==> src/hw/mul_cfg_pkg.sv <==
package mul_cfg_pkg;

    localparam int unsigned OP_W       = 16;
    localparam int unsigned PROD_W     = 2 * OP_W;
    localparam int unsigned NUM_DIGITS = OP_W / 2;

    // Doubled multiplicand plus the inverted sign bit on top
    localparam int unsigned PP_W = OP_W + 2;

    // Every partial product is stored with its top bit inverted, which adds
    // 2^17 at each digit position. The constant below is
    // -(2^17 * (1 + 4 + ... + 4^7)) mod 2^32 and takes that offset out again.
    // The result is the two's-complement sum of all digit multiples.
    // Bits 17 and up only, so the negate bits at 2i never collide with it
    localparam logic [PROD_W-1:0] SIGN_CORR = 32'h5556_0000;

endpackage

==> src/hw/booth_pkg.sv <==
package booth_pkg;

    typedef enum logic [2:0] {
        ZERO   = 3'd0,
        POS_X  = 3'd1,
        POS_2X = 3'd2,
        NEG_2X = 3'd3,
        NEG_X  = 3'd4
    } booth_op_e;

    // Radix-4 recoding of {b[2i+1], b[2i], b[2i-1]}
    function automatic booth_op_e decode_window(input logic [2:0] window);
        case (window)
            3'b001, 3'b010: return POS_X;
            3'b011:         return POS_2X;
            3'b100:         return NEG_2X;
            3'b101, 3'b110: return NEG_X;
            default:        return ZERO;     // 000 and 111
        endcase
    endfunction

    function automatic logic is_negative(input booth_op_e op);
        return (op == NEG_X) || (op == NEG_2X);
    endfunction

    // Negative digits come back as one's complement, the +1 is added later
    function automatic logic [mul_cfg_pkg::PP_W-1:0] apply_digit(
        input booth_op_e                     op,
        input logic [mul_cfg_pkg::PP_W-1:0] x_ext
    );
        case (op)
            POS_X:   return x_ext;
            POS_2X:  return x_ext << 1;
            NEG_2X:  return ~(x_ext << 1);
            NEG_X:   return ~x_ext;
            default: return '0;
        endcase
    endfunction

endpackage

==> src/hw/operand_stage.sv <==
`timescale 1ns/1ps

module operand_stage (
    input  logic                         clk,
    input  logic                         arst_n,
    input  logic                         req_en,
    input  logic                         req_sign,
    input  logic [mul_cfg_pkg::OP_W-1:0] req_op0,
    input  logic [mul_cfg_pkg::OP_W-1:0] req_op1,
    output logic                         stage_valid,
    output logic                         stage_sign,
    output logic [mul_cfg_pkg::OP_W-1:0] stage_op0,
    output logic [mul_cfg_pkg::OP_W-1:0] stage_op1
);

    // One pulse per accepted request
    always_ff @(posedge clk or negedge arst_n)
    begin
        if (!arst_n)
        begin
            stage_valid <= 1'b0;
        end
        else
        begin
            stage_valid <= req_en;
        end
    end

    // Operands only move on a request so the slices stay quiet when idle
    always_ff @(posedge clk)
    begin
        if (req_en)
        begin
            stage_sign <= req_sign;
            stage_op0  <= req_op0;       // Multiplicand
            stage_op1  <= req_op1;       // Multiplier
        end
    end

    a_req_known : assert property (
        @(posedge clk) disable iff (!arst_n)
        req_en |-> !$isunknown({req_sign, req_op0, req_op1})
    );

endmodule

==> src/hw/booth_pp_slice.sv <==
`timescale 1ns/1ps

module booth_pp_slice (
    input  logic [2:0]                   window,
    input  logic [mul_cfg_pkg::OP_W-1:0] multiplicand,
    input  logic                         sign,
    output logic [mul_cfg_pkg::PP_W-1:0] pp,
    output logic                         neg
);

    booth_pkg::booth_op_e                op;
    logic                                ext_sign;
    logic [mul_cfg_pkg::PP_W-1:0]        x_ext;
    logic [mul_cfg_pkg::PP_W-1:0]        mult_sel;

    assign op = booth_pkg::decode_window(window);

    // Unsigned operands extend with zero
    assign ext_sign = sign & multiplicand[mul_cfg_pkg::OP_W-1];

    assign x_ext = {
        {(mul_cfg_pkg::PP_W - mul_cfg_pkg::OP_W){ext_sign}},
        multiplicand
    };

    // 0, +-X or +-2X, one's complement when negative
    assign mult_sel = booth_pkg::apply_digit(op, x_ext);

    // Inverted sign on top instead of a full sign extension
    assign pp = {
        ~mult_sel[mul_cfg_pkg::PP_W-1],
        mult_sel[mul_cfg_pkg::PP_W-2:0]
    };

    assign neg = booth_pkg::is_negative(op);   // +1 at bit 2i downstream

    // Cross check of the recoding against the raw window bits
    always_comb
    begin
        a_neg_digit : assert final (
            $isunknown(window) || (neg == (window[2] && !(&window)))
        );
    end

endmodule

==> src/hw/pp_reduction.sv <==
`timescale 1ns/1ps

module pp_reduction (
    input  logic                           clk,
    input  logic                           arst_n,
    input  logic                           stage_valid,
    input  logic                           sign,
    input  logic [mul_cfg_pkg::OP_W-1:0]   multiplicand,
    input  logic                           op1_msb,
    input  logic [mul_cfg_pkg::NUM_DIGITS-1:0][mul_cfg_pkg::PP_W-1:0] pp_array,
    input  logic [mul_cfg_pkg::NUM_DIGITS-1:0]                        neg_array,
    output logic                           resp_valid,
    output logic [mul_cfg_pkg::PROD_W-1:0] resp_result
);

    logic [mul_cfg_pkg::PROD_W-1:0] rows [mul_cfg_pkg::NUM_DIGITS+2];
    logic [mul_cfg_pkg::PROD_W-1:0] cin_row;
    logic [mul_cfg_pkg::PROD_W-1:0] lvl1 [7];
    logic [mul_cfg_pkg::PROD_W-1:0] lvl2 [5];
    logic [mul_cfg_pkg::PROD_W-1:0] lvl3 [4];
    logic [mul_cfg_pkg::PROD_W-1:0] lvl4 [3];
    logic [mul_cfg_pkg::PROD_W-1:0] lvl5 [2];
    logic [mul_cfg_pkg::PROD_W-1:0] final_sum;

    // Returns {carry, sum}, carry already moved one place left
    function automatic logic [2*mul_cfg_pkg::PROD_W-1:0] csa(
        input logic [mul_cfg_pkg::PROD_W-1:0] a,
        input logic [mul_cfg_pkg::PROD_W-1:0] b,
        input logic [mul_cfg_pkg::PROD_W-1:0] c
    );
        logic [mul_cfg_pkg::PROD_W-1:0] sum;
        logic [mul_cfg_pkg::PROD_W-1:0] carry;
        sum   = a ^ b ^ c;
        carry = (a & b) | (b & c) | (a & c);
        return {carry[mul_cfg_pkg::PROD_W-2:0], 1'b0, sum};
    endfunction

    always_comb
    begin
        cin_row = mul_cfg_pkg::SIGN_CORR;
        for (int i = 0; i < mul_cfg_pkg::NUM_DIGITS; i++)
        begin
            rows[i] = {{(mul_cfg_pkg::PROD_W - mul_cfg_pkg::PP_W){1'b0}}, pp_array[i]}
                      << (2 * i);
            cin_row[2*i] = neg_array[i];  // Completes the one's complement
        end
        rows[mul_cfg_pkg::NUM_DIGITS] = cin_row;

        // Booth reads an unsigned multiplier with its msb set as negative
        if (!sign && op1_msb)
        begin
            rows[mul_cfg_pkg::NUM_DIGITS+1] =
                {multiplicand, {mul_cfg_pkg::OP_W{1'b0}}};
        end
        else
        begin
            rows[mul_cfg_pkg::NUM_DIGITS+1] = '0;
        end
    end

    // 10 -> 7 -> 5 -> 4 -> 3 -> 2 rows
    always_comb
    begin
        {lvl1[1], lvl1[0]} = csa(rows[0], rows[1], rows[2]);
        {lvl1[3], lvl1[2]} = csa(rows[3], rows[4], rows[5]);
        {lvl1[5], lvl1[4]} = csa(rows[6], rows[7], rows[8]);
        lvl1[6]            = rows[9];

        {lvl2[1], lvl2[0]} = csa(lvl1[0], lvl1[1], lvl1[2]);
        {lvl2[3], lvl2[2]} = csa(lvl1[3], lvl1[4], lvl1[5]);
        lvl2[4]            = lvl1[6];

        {lvl3[1], lvl3[0]} = csa(lvl2[0], lvl2[1], lvl2[2]);
        lvl3[2]            = lvl2[3];
        lvl3[3]            = lvl2[4];

        {lvl4[1], lvl4[0]} = csa(lvl3[0], lvl3[1], lvl3[2]);
        lvl4[2]            = lvl3[3];

        {lvl5[1], lvl5[0]} = csa(lvl4[0], lvl4[1], lvl4[2]);
    end

    assign final_sum = lvl5[0] + lvl5[1];   // Carry out beyond bit 31 dropped

    always_ff @(posedge clk or negedge arst_n)
    begin
        if (!arst_n)
        begin
            resp_valid  <= 1'b0;
            resp_result <= '0;
        end
        else
        begin
            resp_valid <= stage_valid;
            if (stage_valid)
            begin
                resp_result <= final_sum;    // Holds over idle cycles
            end
        end
    end

    a_result_known : assert property (
        @(posedge clk) disable iff (!arst_n)
        resp_valid |-> !$isunknown(resp_result)
    );

endmodule

==> src/hw/booth_mult_top.sv <==
`timescale 1ns/1ps

module booth_mult_top (
    input  logic                           clk,
    input  logic                           arst_n,
    input  logic                           req_en,
    input  logic                           req_sign,
    input  logic [mul_cfg_pkg::OP_W-1:0]   req_op0,
    input  logic [mul_cfg_pkg::OP_W-1:0]   req_op1,
    output logic                           resp_valid,
    output logic [mul_cfg_pkg::PROD_W-1:0] resp_result
);

    logic                                  stage_valid;
    logic                                  stage_sign;
    logic [mul_cfg_pkg::OP_W-1:0]          stage_op0;
    logic [mul_cfg_pkg::OP_W-1:0]          stage_op1;
    logic [mul_cfg_pkg::OP_W:0]            op1_ext;
    logic [mul_cfg_pkg::NUM_DIGITS-1:0][mul_cfg_pkg::PP_W-1:0] pp_array;
    logic [mul_cfg_pkg::NUM_DIGITS-1:0]                        neg_array;

    operand_stage u_operand_stage (
        .clk         (clk),
        .arst_n      (arst_n),
        .req_en      (req_en),
        .req_sign    (req_sign),
        .req_op0     (req_op0),
        .req_op1     (req_op1),
        .stage_valid (stage_valid),
        .stage_sign  (stage_sign),
        .stage_op0   (stage_op0),
        .stage_op1   (stage_op1)
    );

    assign op1_ext = {stage_op1, 1'b0};     // Implicit zero below bit 0

    for (genvar i = 0; i < mul_cfg_pkg::NUM_DIGITS; i++)
    begin : g_digit
        booth_pp_slice u_booth_pp_slice (
            .window       (op1_ext[2*i+2 -: 3]),    // Bits 2i+1 .. 2i-1
            .multiplicand (stage_op0),
            .sign         (stage_sign),
            .pp           (pp_array[i]),
            .neg          (neg_array[i])
        );
    end

    pp_reduction u_pp_reduction (
        .clk          (clk),
        .arst_n       (arst_n),
        .stage_valid  (stage_valid),
        .sign         (stage_sign),
        .multiplicand (stage_op0),
        .op1_msb      (stage_op1[mul_cfg_pkg::OP_W-1]),
        .pp_array     (pp_array),
        .neg_array    (neg_array),
        .resp_valid   (resp_valid),
        .resp_result  (resp_result)
    );

endmodule

==> config.mk <==
export PLATFORM = sky130hd
export DESIGN_NAME = booth_mult_top
export DESIGN_NICKNAME = d
export VERILOG_FILES = /design/src/hw/mul_cfg_pkg.sv /design/src/hw/booth_pkg.sv /design/src/hw/operand_stage.sv /design/src/hw/booth_pp_slice.sv /design/src/hw/pp_reduction.sv /design/src/hw/booth_mult_top.sv
export SDC_FILE = /design/constraint.sdc
export NUM_CORES = 1
export LEC_CHECK = 0
export BUFFER_PORTS_ARGS = -buffer_cell sky130_fd_sc_hd__buf_2
export CAP_MARGIN = 15
export CORE_MARGIN = 3
export CORE_UTILIZATION = 50
export CTS_BUF_LIST = sky130_fd_sc_hd__clkbuf_16
export DETAILED_ROUTE_END_ITERATION = 12
export GPL_TIMING_DRIVEN = 1
export PLACE_DENSITY = 0.77
export SLEW_MARGIN = 20
export SYNTH_ARGS = -nofsm -noshare
export SYNTH_HDL_FRONTEND = slang
export SYNTH_SLANG_ARGS = --single-unit
==> constraint.sdc <==
create_clock -name clk -period 19.65 [get_ports clk]
set_input_delay 0.9825 -clock clk [delete_from_list [all_inputs] [get_ports clk]]
set_output_delay 0.9825 -clock clk [all_outputs]
set_load 0.03 [all_outputs]
Yosys cells after proc, flatten, opt, wreduce, memory -nomap -nowiden
Cells that the tools add are included.
{ "totals": {"register_bits": 67, "inputBits": 36, "out_inout_bits": 33} }
{ "classes": {"addsub": 1, "n_eq_ne": 77, "n_mux": 17, "bitwise_logic": 67, "reduce_logical": 24} }
{ "op_table": {"columns": ["op", "count"], "rows": [
  ["18-bit case mux with 4 select lines", 8],
  ["31-bit AND", 16],
  ["31-bit OR", 14],
  ["32-bit bitwise XOR", 10],
  ["3-bit by 2-bit == test with 1-bit output, second input constant", 30],
  ["3-bit == test, second input constant", 29],
  ["3-bit case mux with 4 select lines", 7],
  ["30-bit by 31-bit AND with 31-bit output", 2],
  ["3-bit by 1-bit == test with 1-bit output, second input constant", 15],
  ["18-bit inverter", 2],
  ["32-bit adder", 1],
  ["32-bit 2-to-1 mux", 1],
  ["30-bit by 32-bit bitwise XOR with 32-bit output", 1],
  ["32-bit by 31-bit bitwise XOR with 32-bit output", 1],
  ["31-bit by 22-bit OR with 31-bit output", 1],
  ["31-bit by 28-bit OR with 31-bit output", 1],
  ["24-bit by 28-bit AND with 28-bit output", 1],
  ["26-bit by 28-bit AND with 28-bit output", 1],
  ["2-bit OR reduction", 14],
  ["26-bit by 28-bit bitwise XOR with 28-bit output", 1],
  ["24-bit by 26-bit AND with 26-bit output", 1],
  ["24-bit by 26-bit bitwise XOR with 26-bit output", 1],
  ["18-bit by 22-bit AND with 22-bit output", 1],
  ["20-bit by 22-bit AND with 22-bit output", 1],
  ["11 further kinds", 26]
]} }

Depth between registers and ports, before layout
Gate-level depths: netlist of the first run.
{ "depth": {"depth_word": 22, "depth_mapped": 23, "depth_no_buf": 23} }

Modules after synthesis
From an unflattened synthesis of the first run, not the netlist that was laid out.
{ "hier_totals": {"cells_unflattened": 1354, "hier_area_um2": 12065.3} }
{ "modules_own_cells": {"columns": ["mod", "n_inst", "cells_per_inst", "area_per_inst_um2", "seq_area_each_um2"], "rows": [
  ["pp_reduction", 1, 711, 6691.4, 825.8],
  ["booth_pp_slice", 8, 76, 544.3, 0.0],
  ["operand_stage", 1, 34, 1016.0, 1016.0],
  ["booth_mult_top", 1, 1, 3.8, 0.0]
]} }

Worst setup path before layout of the first run
Ideal clock, no wire load.
{ "synth_timing": {"path_type": "register -> register", "start": "reg u_operand_stage.stage_op1[7] (netlist bit)", "end": "reg u_pp_reduction.resp_result[30] (netlist bit)", "arrival_time_ps": 6056, "slack_ps": 13490, "path_stages_with_launch": 22, "path_buffers": 2, "synth_period_minus_slack_ps": 6160, "path_cell_list": "edfxtp_1 clkbuf_1 inv_1 nor3_1 clkbuf_1 a22oi_1 o21ai_0 fa_1 fa_1 inv_1 fa_1 fa_1 fa_1 inv_1 ha_1 a211oi_2 nor3b_1 a311o_1 a311o_1 o221a_4 o21a_1 o311ai_1"} }
{ "synth_via": {"elab_chain_len": 21, "elab_cells_between_ends": 78, "classes_between": "add/sub (1); eq/ne (20); mux (4); bitwise (47); reduce/logical (6)"} }
{ "synth_lines": {"columns": ["item", "line_no", "rtl"], "rows": [
  ["start, declared", "operand_stage.sv:13", "output logic [mul_cfg_pkg::OP_W-1:0] stage_op1"],
  ["start signal, assigned", "operand_stage.sv:36", "stage_op1 <= req_op1;"],
  ["3-bit == test, or another cell as far along", "booth_pkg.sv:13", "case (window)"],
  ["2-bit OR reduction", "booth_pkg.sv:13", null],
  ["3-bit case mux with 4 select lines", "booth_pkg.sv:13", null],
  ["3-bit == test, or another cell as far along", "booth_pkg.sv:23, booth_pkg.sv:31", null],
  ["18-bit case mux with 4 select lines", "booth_pkg.sv:31", "case (op)"],
  ["1-bit inverter", "booth_pp_slice.sv:31", "~mult_sel[mul_cfg_pkg::PP_W-1],"],
  ["24-bit by 26-bit bitwise XOR with 26-bit output, or another cell as far along", "pp_reduction.sv:33", "sum = a ^ b ^ c;"],
  ["26-bit by 28-bit bitwise XOR with 28-bit output or 31-bit OR (tied branches)", "pp_reduction.sv:33, pp_reduction.sv:34", null],
  ["31-bit AND or 31-bit by 28-bit OR with 31-bit output (tied branches)", "pp_reduction.sv:34", "carry = (a & b) | (b & c) | (a & c);"],
  ["31-bit OR or 32-bit bitwise XOR (tied branches) (2 in series)", "pp_reduction.sv:34, pp_reduction.sv:33", null],
  ["31-bit AND", "pp_reduction.sv:34", null],
  ["31-bit OR (2 in series)", "pp_reduction.sv:34", null],
  ["31-bit AND", "pp_reduction.sv:34", null],
  ["31-bit OR (2 in series)", "pp_reduction.sv:34", null],
  ["31-bit AND", "pp_reduction.sv:34", null],
  ["31-bit OR (2 in series)", "pp_reduction.sv:34", null],
  ["32-bit adder *", "pp_reduction.sv:83", "assign final_sum = lvl5[0] + lvl5[1];"],
  ["end signal, assigned", "pp_reduction.sv:97", "resp_result <= final_sum;"],
  ["end, declared", "pp_reduction.sv:13", "output logic [mul_cfg_pkg::PROD_W-1:0] resp_result"]
]} }
Every way passes the cells marked *; elsewhere a longest branch is shown, timed or not.
A chain may end at the register's enable or synchronous reset.

Final worst setup path of the first run
{ "layout_timing": {"start": "reg u_operand_stage.stage_op1[7] (netlist bit)", "end": "reg u_pp_reduction.resp_result[29] (netlist bit)"} }
The elaborated chain is that of the path after synthesis.

==> results by group, run 1 <==
Timing
  – Post-route clock period utilization: a little over a third
  – Crit path time final: 6.91 ns
  – Skew final: 0.00895 ns
  – Max-slew violations: 0
  – Final setup TNS: 0 ns
  – RSZ-0062 raised after global routing: false
  – Final setup violation count: 0
  – Worst-margin pin slew: about 1.2 ns
  – Slew margin rel.: a little under a quarter
  – Hold Fails Final Rpt: 0
  – Fmax: about 0.14 GHz

Floorplan
  – Die extent in y: about 150 µm
  – Standard-cell row count: between 50 and 60
  – Initial core utilization: ~52%
  – Core Area: ~0.021 mm²
  – Die width: 155 µm
  – Die ar.: approximately 0.024 mm²
  – IO Count: 69

Synth
  – Simple-Gate Fraction of Synth Area: 9.42%
  – Netlist cell types: 61
  – Synthesized Nets: between 1500 and 2000
  – Synth top area share: a little under a fifth
  – Post-synthesis instance area: roughly 0.011 mm²
  – Synth warnings: 0
  – Post-synth EDFFs: 33
  – Post-synthesis mux area share: slightly below 3%
  – Area leader, netlist: fa_1
  – Asr flop ratio synth: 50.7%
  – Synthesized instance count: roughly 1300
  – Compound-Gate Fraction of Synth Area: around a fifth
  – Synth Area in Adders: a little under a third
  – Main combinational cell family by area after synthesis: adder cells
  – Yosys reg bits: 67
  – Post-Synth XOR/XNOR Area: about a tenth
  – Register area share after synthesis: between 10% and 20%
  – Avg Synthesized Cell Area: 8.63 µm²
  – Top_reg_cell synth: dfrtp_1
  – Top post-synthesis cells by area: fa_1 (19%), ha_1 (11%), edfxtp_1 (9.0%)

Worst setup path
  – Worst setup path class: register to register
  – Required time of the critical path: between 15 and 20 ns
  – CP arrival: about 7.2 ns
  – Worst Setup End Kind: register
  – Max Fanout on Critical Path: 25
  – Startpoint Class: register
  – R2r setup slk: roughly 13 ns

Global routing
  – GR Util All Layers: 25.3%
  – Antenna violations before repair: 0
  – First-pass GRT wire length: ~48 mm
  – GRT overflow: 0
  – Pin count of the biggest net entering global routing: 42
  – Vias in the first global route: between 9000 and 10000

Clock network
  – Cts hold-fix bufs: 0
  – Maximum buffer depth of the clock tree: 2
  – TritonCTS clock tree: yes
  – H-tree depth: 3
  – Clock Pin Slew Worst Setup and Hold Paths: ~0.06 ns
  – # Post-CTS Setup Buffers: 0
  – Post_cts resized: 0
  – Clock Latency Late Sink: ~0.35 ns
  – CTS Sinks: between 60 and 70
  – CTS Buf Count: 9
  – Clock root buffer: clkbuf_16

Route
  – Wire per inst: just under 20 µm
  – Post-DRT Antenna Nets: 0
  – Vias post-DR: between 9000 and 10000
  – Detailed Routing Iterations Pass 1: 6
  – Routed Wire Length: between 30 and 40 mm
  – Vias per std cell: slightly above 6
  – Remaining DRCs: 0
  – Iteration-0 DRC Markers: roughly 730

Final layout
  – Final core utilization: 55.6%
  – Layout cells sized above 1: between 10% and 20%
  – Fin nets: approximately 1500
  – Ant diodes: 0
  – Filler cell count in the final layout: about 1900
  – Area Overhead vs Synth: 7.20%

Placed design
  – IO Port Bufs: slightly below 70
  – Final Wtd Congestion: a little under 1
  – DP Wirelength: between 20 and 25 mm

Run status
  – Status: finished clean

Worst hold path
  – Type of the worst min-delay path: register to register

Flow run
  – Max-cap violations: 0
path summary, 6_finish.rpt:
| check | from | end | cells after the start |
|---|---|---|---|
| min in group asynchronous | arst_n | u_pp_reduction.resp_result[4] | 1 |
| max in group asynchronous | arst_n | u_pp_reduction.resp_result[20] | 1 |
| worst min-delay path | u_pp_reduction.resp_result[16] | u_pp_reduction.resp_result[16] | 1 |
| worst min register to register | u_pp_reduction.resp_result[16] | u_pp_reduction.resp_result[16] | 1 |
| worst max-delay path | u_operand_stage.stage_op1[7] | u_pp_reduction.resp_result[29] | 18 |
| worst max register to register | u_operand_stage.stage_op1[7] | u_pp_reduction.resp_result[29] | 18 |
critical path: stages, from the launching register on:
cell and delay [ns]:
edfxtp_1 1.07, inv_1 0.30, nand3_1 0.49, o21ai_0 0.26, fa_1 0.54, inv_1 0.05, fa_1 0.55, fa_1 0.43
fa_1 0.46, fa_1 0.57, inv_1 0.06, ha_1 0.36, a21oi_1 0.20, o21ai_0 0.17, a221o_1 0.33, a2bb2oi_1 0.33
a21oi_1 0.18, or3_1 0.38, nand4_1 0.09
per-stage QoR:
step | area [µm²] | setup slack, ns | hold slack [ns] | std cells
global route | 11900 | 12.36 | 0.497 | 1554
detailed placement | 11500 | 12.62 | 0.464 | 1536
finish | 11900 | 12.74 | 0.472 | 1554
floorplan | 11100 | 13.49 | 0.413 | 1282
global placement | 11500 | 12.79 | 0.463 | 1536
CTS | 11800 | 12.64 | 0.477 | 1552
sequential cells by signal, indices dropped and copies added (netlist names):
register / cells
u_pp_reduction.resp_valid: 1
u_operand_stage.stage_valid: 1
u_operand_stage.stage_sign: 1
u_operand_stage.stage_op0: 16
u_operand_stage.stage_op1: 16
u_pp_reduction.resp_result: 32
cell usage in the layout, fill, tap and decap left out, drive strengths merged, types with 10 or more instances in the layout:
| cell | instances |
|---|---|
| mux2i | 17 |
| mux2 | 14 |
| a21oi | 51 |
| o221ai | 11 |
| dfrtp | 34 |
| a21o | 18 |
| a221oi | 15 |
| a211oi | 14 |
| a221o | 11 |
| nand2 | 79 |
| clkbuf | 10 |
| inv | 161 |
| edfxtp | 33 |
| nor3 | 12 |
| buf | 95 |
| fa | 106 |
| xor2 | 101 |
| a22oi | 68 |
| xnor2 | 30 |
| ha | 99 |
| nor2b | 12 |
| o21ai | 100 |
| nor2 | 77 |
routing by layer:
metal,track usage (%),vias to the layer above,wire (µm)
met2,41.3,433,14500
met4,9.55,0,1160
li1,-,4372,-
met1,33.4,4650,12200
met5,0,-,0
met3,4.81,88,2540
synthesized netlist by cell type (2+ instances only):
master	instances
o21a_1	9
a211oi_1	13
nand2_1	79
xnor2_1	30
nand4_1	4
nor2b_1	12
mux2i_1	17
clkbuf_1	88
mux2_2	14
xor2_1	101
nor2_1	77
a22oi_1	68
a31oi_1	9
inv_1	158
a311o_1	3
o221ai_1	11
a21o_1	18
nand3b_1	2
o31a_1	3
a211o_1	2
buf_1	26
or2_2	5
nor3_1	12
a21oi_1	51
o22ai_1	6
o2111ai_1	3
and4_1	2
nor4_1	2
and3_1	5
ha_1	99
nand2b_1	3
o311ai_0	2
or3_1	7
nor3b_1	5
nand3_1	6
o21ai_0	100
edfxtp_1	33
fa_1	106
a221oi_1	15
and2_1	7
o31ai_1	3
o211ai_1	4
a221o_1	11
dfrtp_1	34
cell families after synthesis:
kind of cell / Yosys count
simple gates: 230
fa+ha+maj: 205
flops: 67
buf+inv: 272
mux: 31
xor+xnor: 131
compound gates: 346
final cells by class:
class                           count  area [µm²]  area share, %
Inverter                          158         593           5.00
Clock buffer                       10         250           2.11
Timing Repair Buffer               95         567           4.78
Multi-Input combinational cell    943        8220           69.3
Sequential cell                    67        1840           15.5
Tap cell                          275         344           2.90
Clock inverter                      6        51.3          0.432
Power of run 1 is left out: the tool's default activity adds up to more than one toggle a clock period on the data nets, which glitch-free logic cannot reach.
==> run 2: changes to the inputs <==
==> constraint.sdc (replaced) <==
create_clock -name clk -period 6.57 [get_ports clk]
set_input_delay 0.3285 -clock clk [delete_from_list [all_inputs] [get_ports clk]]
set_output_delay 0.3285 -clock clk [all_outputs]
set_load 0.03 [all_outputs]
==> results by group, run 2 (synthesis results as in run 1) <==
Run status
  – Status: finished clean

Worst setup path
  – Critical path's most frequent cell: fa_1
  – Worst path cell trace: buf_4, or3_1, o21ai_0, fa_1, fa_1, inv_1, fa_1, fa_1, fa_1, inv_1, ha_1, a211oi_2, nor3b_1, a311o_1, a311o_1, o221a_4, o21a_1, o311ai_1
  – Reg2reg end: u_pp_reduction.resp_result[30]
  – Worst Reg-to-Reg Cells: 18 (unchanged)
  – R2r setup slk: 0.22 ns (-12.52 ns)
  – Max Fanout on Critical Path: 9 (-64%)
  – CP arrival: 6.60 ns (-0.59 ns)
  – Worst Path Buf+Inv: 3 (unchanged)
  – Required time of the critical path: 6.81 ns (-13.12 ns)
  – Worst setup path class: register to register
  – Worst Setup End Kind: register
  – Worst flop-to-flop path startpoint: u_operand_stage.stage_op1[9]
  – Largest delay share family, worst path: adder cells
  – CP max-delay cell: fa_1
  – Crit path largest cell delay: 0.55 ns (-0.52 ns)
  – Startpoint Class: register

Route
  – Detailed Routing Iterations Pass 1: 5 (-1)
  – Vias post-DR: 9626 (+0.87%)
  – Routed Wire Length: 30.9 mm (+1.6%)
  – Iteration-0 DRC Markers: 878 (+20%)
  – Remaining DRCs: 0 (unchanged)
  – Vias per std cell: 6.04 (-1.6%)
  – Wire per inst: 19.4 µm (-0.89%)
  – Post-DRT Antenna Nets: 0 (unchanged)

Final layout
  – Biggest regs: u_pp_reduction.resp_result x32, u_operand_stage.stage_op0 x16, u_operand_stage.stage_op1 x16
  – Most common cell after layout, fill and taps aside: inv_1
  – Largest Register: u_pp_reduction.resp_result
  – Max reg flops: 32 (unchanged)
  – Area Overhead vs Synth: 9.61%
  – Commonest non-fill, non-tap cells in the layout: inv_1 (161), fa_1 (106), xor2_1 (100)
  – Layout cells sized above 1: 13.5% (+2.9 points)
  – Fin nets: 1554 (+2.6%)
  – Ant diodes: 0 (unchanged)

Placed design
  – Final Wtd Congestion: 0.986 (+0.16%)
  – DP Wirelength: 23.6 mm (+6.8%)
  – IO Port Bufs: 68 (unchanged)

Clock network
  – Cts hold-fix bufs: 0 (unchanged)
  – Clock Pin Slew Worst Setup and Hold Paths: 0.06 ns (about the same)
  – CTS Sinks: 67 (unchanged)
  – TritonCTS clock tree: yes
  – Clock Latency Late Sink: 0.35 ns (about the same)
  – H-tree depth: 3 (unchanged)
  – Clock root buffer: clkbuf_16
  – CTS Buf Count: 9 (unchanged)
  – Maximum buffer depth of the clock tree: 2 (unchanged)

Global routing
  – Layer with the highest usage: met2
  – Pin count of the biggest net entering global routing: 42 (unchanged)
  – M3 GR Usage: 4.84% (+0.028 points)
  – GRT overflow: 0 (unchanged)
  – Grt met1 use: 33.7% (+0.38 points)
  – GR Util All Layers: 25.6% (+0.33 points)
  – First-pass GRT wire length: 48.7 mm (+1.2%)
  – Vias in the first global route: 9288 (+1.4%)
  – M2 GR Usage: 41.4% (+0.062 points)
  – Antenna violations before repair: 0 (unchanged)

Flow run
  – Max-cap violations: 0 (unchanged)

Floorplan
  – Initial core utilization: 51.8% (unchanged)
  – Die ar.: 0.0240 mm² (unchanged)
  – Core Area: 0.0214 mm² (unchanged)
  – Die extent in y: 155 µm (unchanged)
  – Standard-cell row count: 53 (unchanged)
  – Die width: 155 µm (unchanged)
  – IO Count: 69 (unchanged)

Timing
  – Crit path time final: 6.35 ns (-0.556 ns)
  – Final setup violation count: 0 (unchanged)
  – Post-route clock period utilization: 96.7% (+62 points)
  – Max-slew violations: 0 (unchanged)
  – Slew margin rel.: 42.1% (+20 points)
  – Worst-margin pin slew: 0.868 ns (-0.293 ns)
  – Fmax: 0.157 GHz (+8.7%)
  – Hold Fails Final Rpt: 0 (unchanged)
  – Skew final: 0.00736 ns (-0.00159 ns)
  – Worst hold margin: 0.0688 ns (-0.403 ns)

Worst hold path
  – Type of the worst min-delay path: primary input to async pin
## run 2: cell types whose count changed in the layout (fill, tap and decap cells not counted), sizes merged
| cell | before | now |
|---|---|---|
| buf | 95 | 134 |
| clkinv | 2 | 4 |
| bufinv | 1 | 0 |
| clkbuf | 10 | 9 |
## run 2: area by class of cell
class / instances / area, µm²
Multi-Input combinational cell: 943 / 8240
Clock inverter: 7 / 30.0
Fill cell: 1945 / 9220
Inverter: 158 / 593
Timing Repair Buffer: 134 / 856
Clock buffer: 9 / 225
Tap cell: 275 / 344
Sequential cell: 67 / 1840
## run 2: how the worst max path moves through the flow
stage | slack [ns] | cells after the start | startpoint | end
floorplan | 0.41 | 21 | u_operand_stage.stage_op1[7] | u_pp_reduction.resp_result[30]
global placement | 0.21 | 20 | u_operand_stage.stage_op1[8] | u_pp_reduction.resp_result[31]
detailed placement | 0.07 | 18 | u_operand_stage.stage_op1[9] | u_pp_reduction.resp_result[30]
CTS | 0.08 | 18 | u_operand_stage.stage_op1[9] | u_pp_reduction.resp_result[30]
global route | -0.01 | 19 | u_operand_stage.stage_op1[9] | u_pp_reduction.resp_result[30]
finish | 0.22 | 18 | u_operand_stage.stage_op1[9] | u_pp_reduction.resp_result[30]
## run 2: stage by stage
stage	worst slack (ns)	cell area [µm²]	std cells	utilization, %	setup TNS (ns)
after floorplan	0.410	11100	1282	-	0
after global placement	0.214	11800	1571	55.2	0
after detailed placement	0.0713	11800	1571	55.2	0
after CTS	0.0778	12000	1587	56.4	0
after global routing	-0.0140	12100	1593	56.8	-0.0140
final	0.216	12100	1593	56.8	0
## run 2: per-layer routing
metal	wire, µm	share of wire, %
met5	0	0
met4	1370	4.4
met3	2570	8.3
met2	14400	47
met1	12500	40
## run 2: what timing repair did
item,in CTS,in global routing
hold endpoints to repair,0,0
setup endpoints to repair,0,9
gates resized for setup,0,9
buffers inserted,0,6
## run 2: worst reg2reg max path, cell delays in order, from the launching register on
cell and delay [ns]:
edfxtp_1 0.51, buf_4 0.22, or3_1 0.53, o21ai_0 0.31, fa_1 0.48, fa_1 0.55, inv_1 0.05, fa_1 0.50
fa_1 0.43, fa_1 0.51, inv_1 0.05, ha_1 0.38, a211oi_2 0.25, nor3b_1 0.07, a311o_1 0.38, a311o_1 0.38
o221a_4 0.25, o21a_1 0.18, o311ai_1 0.23
Power of run 2 is left out for the same reason.
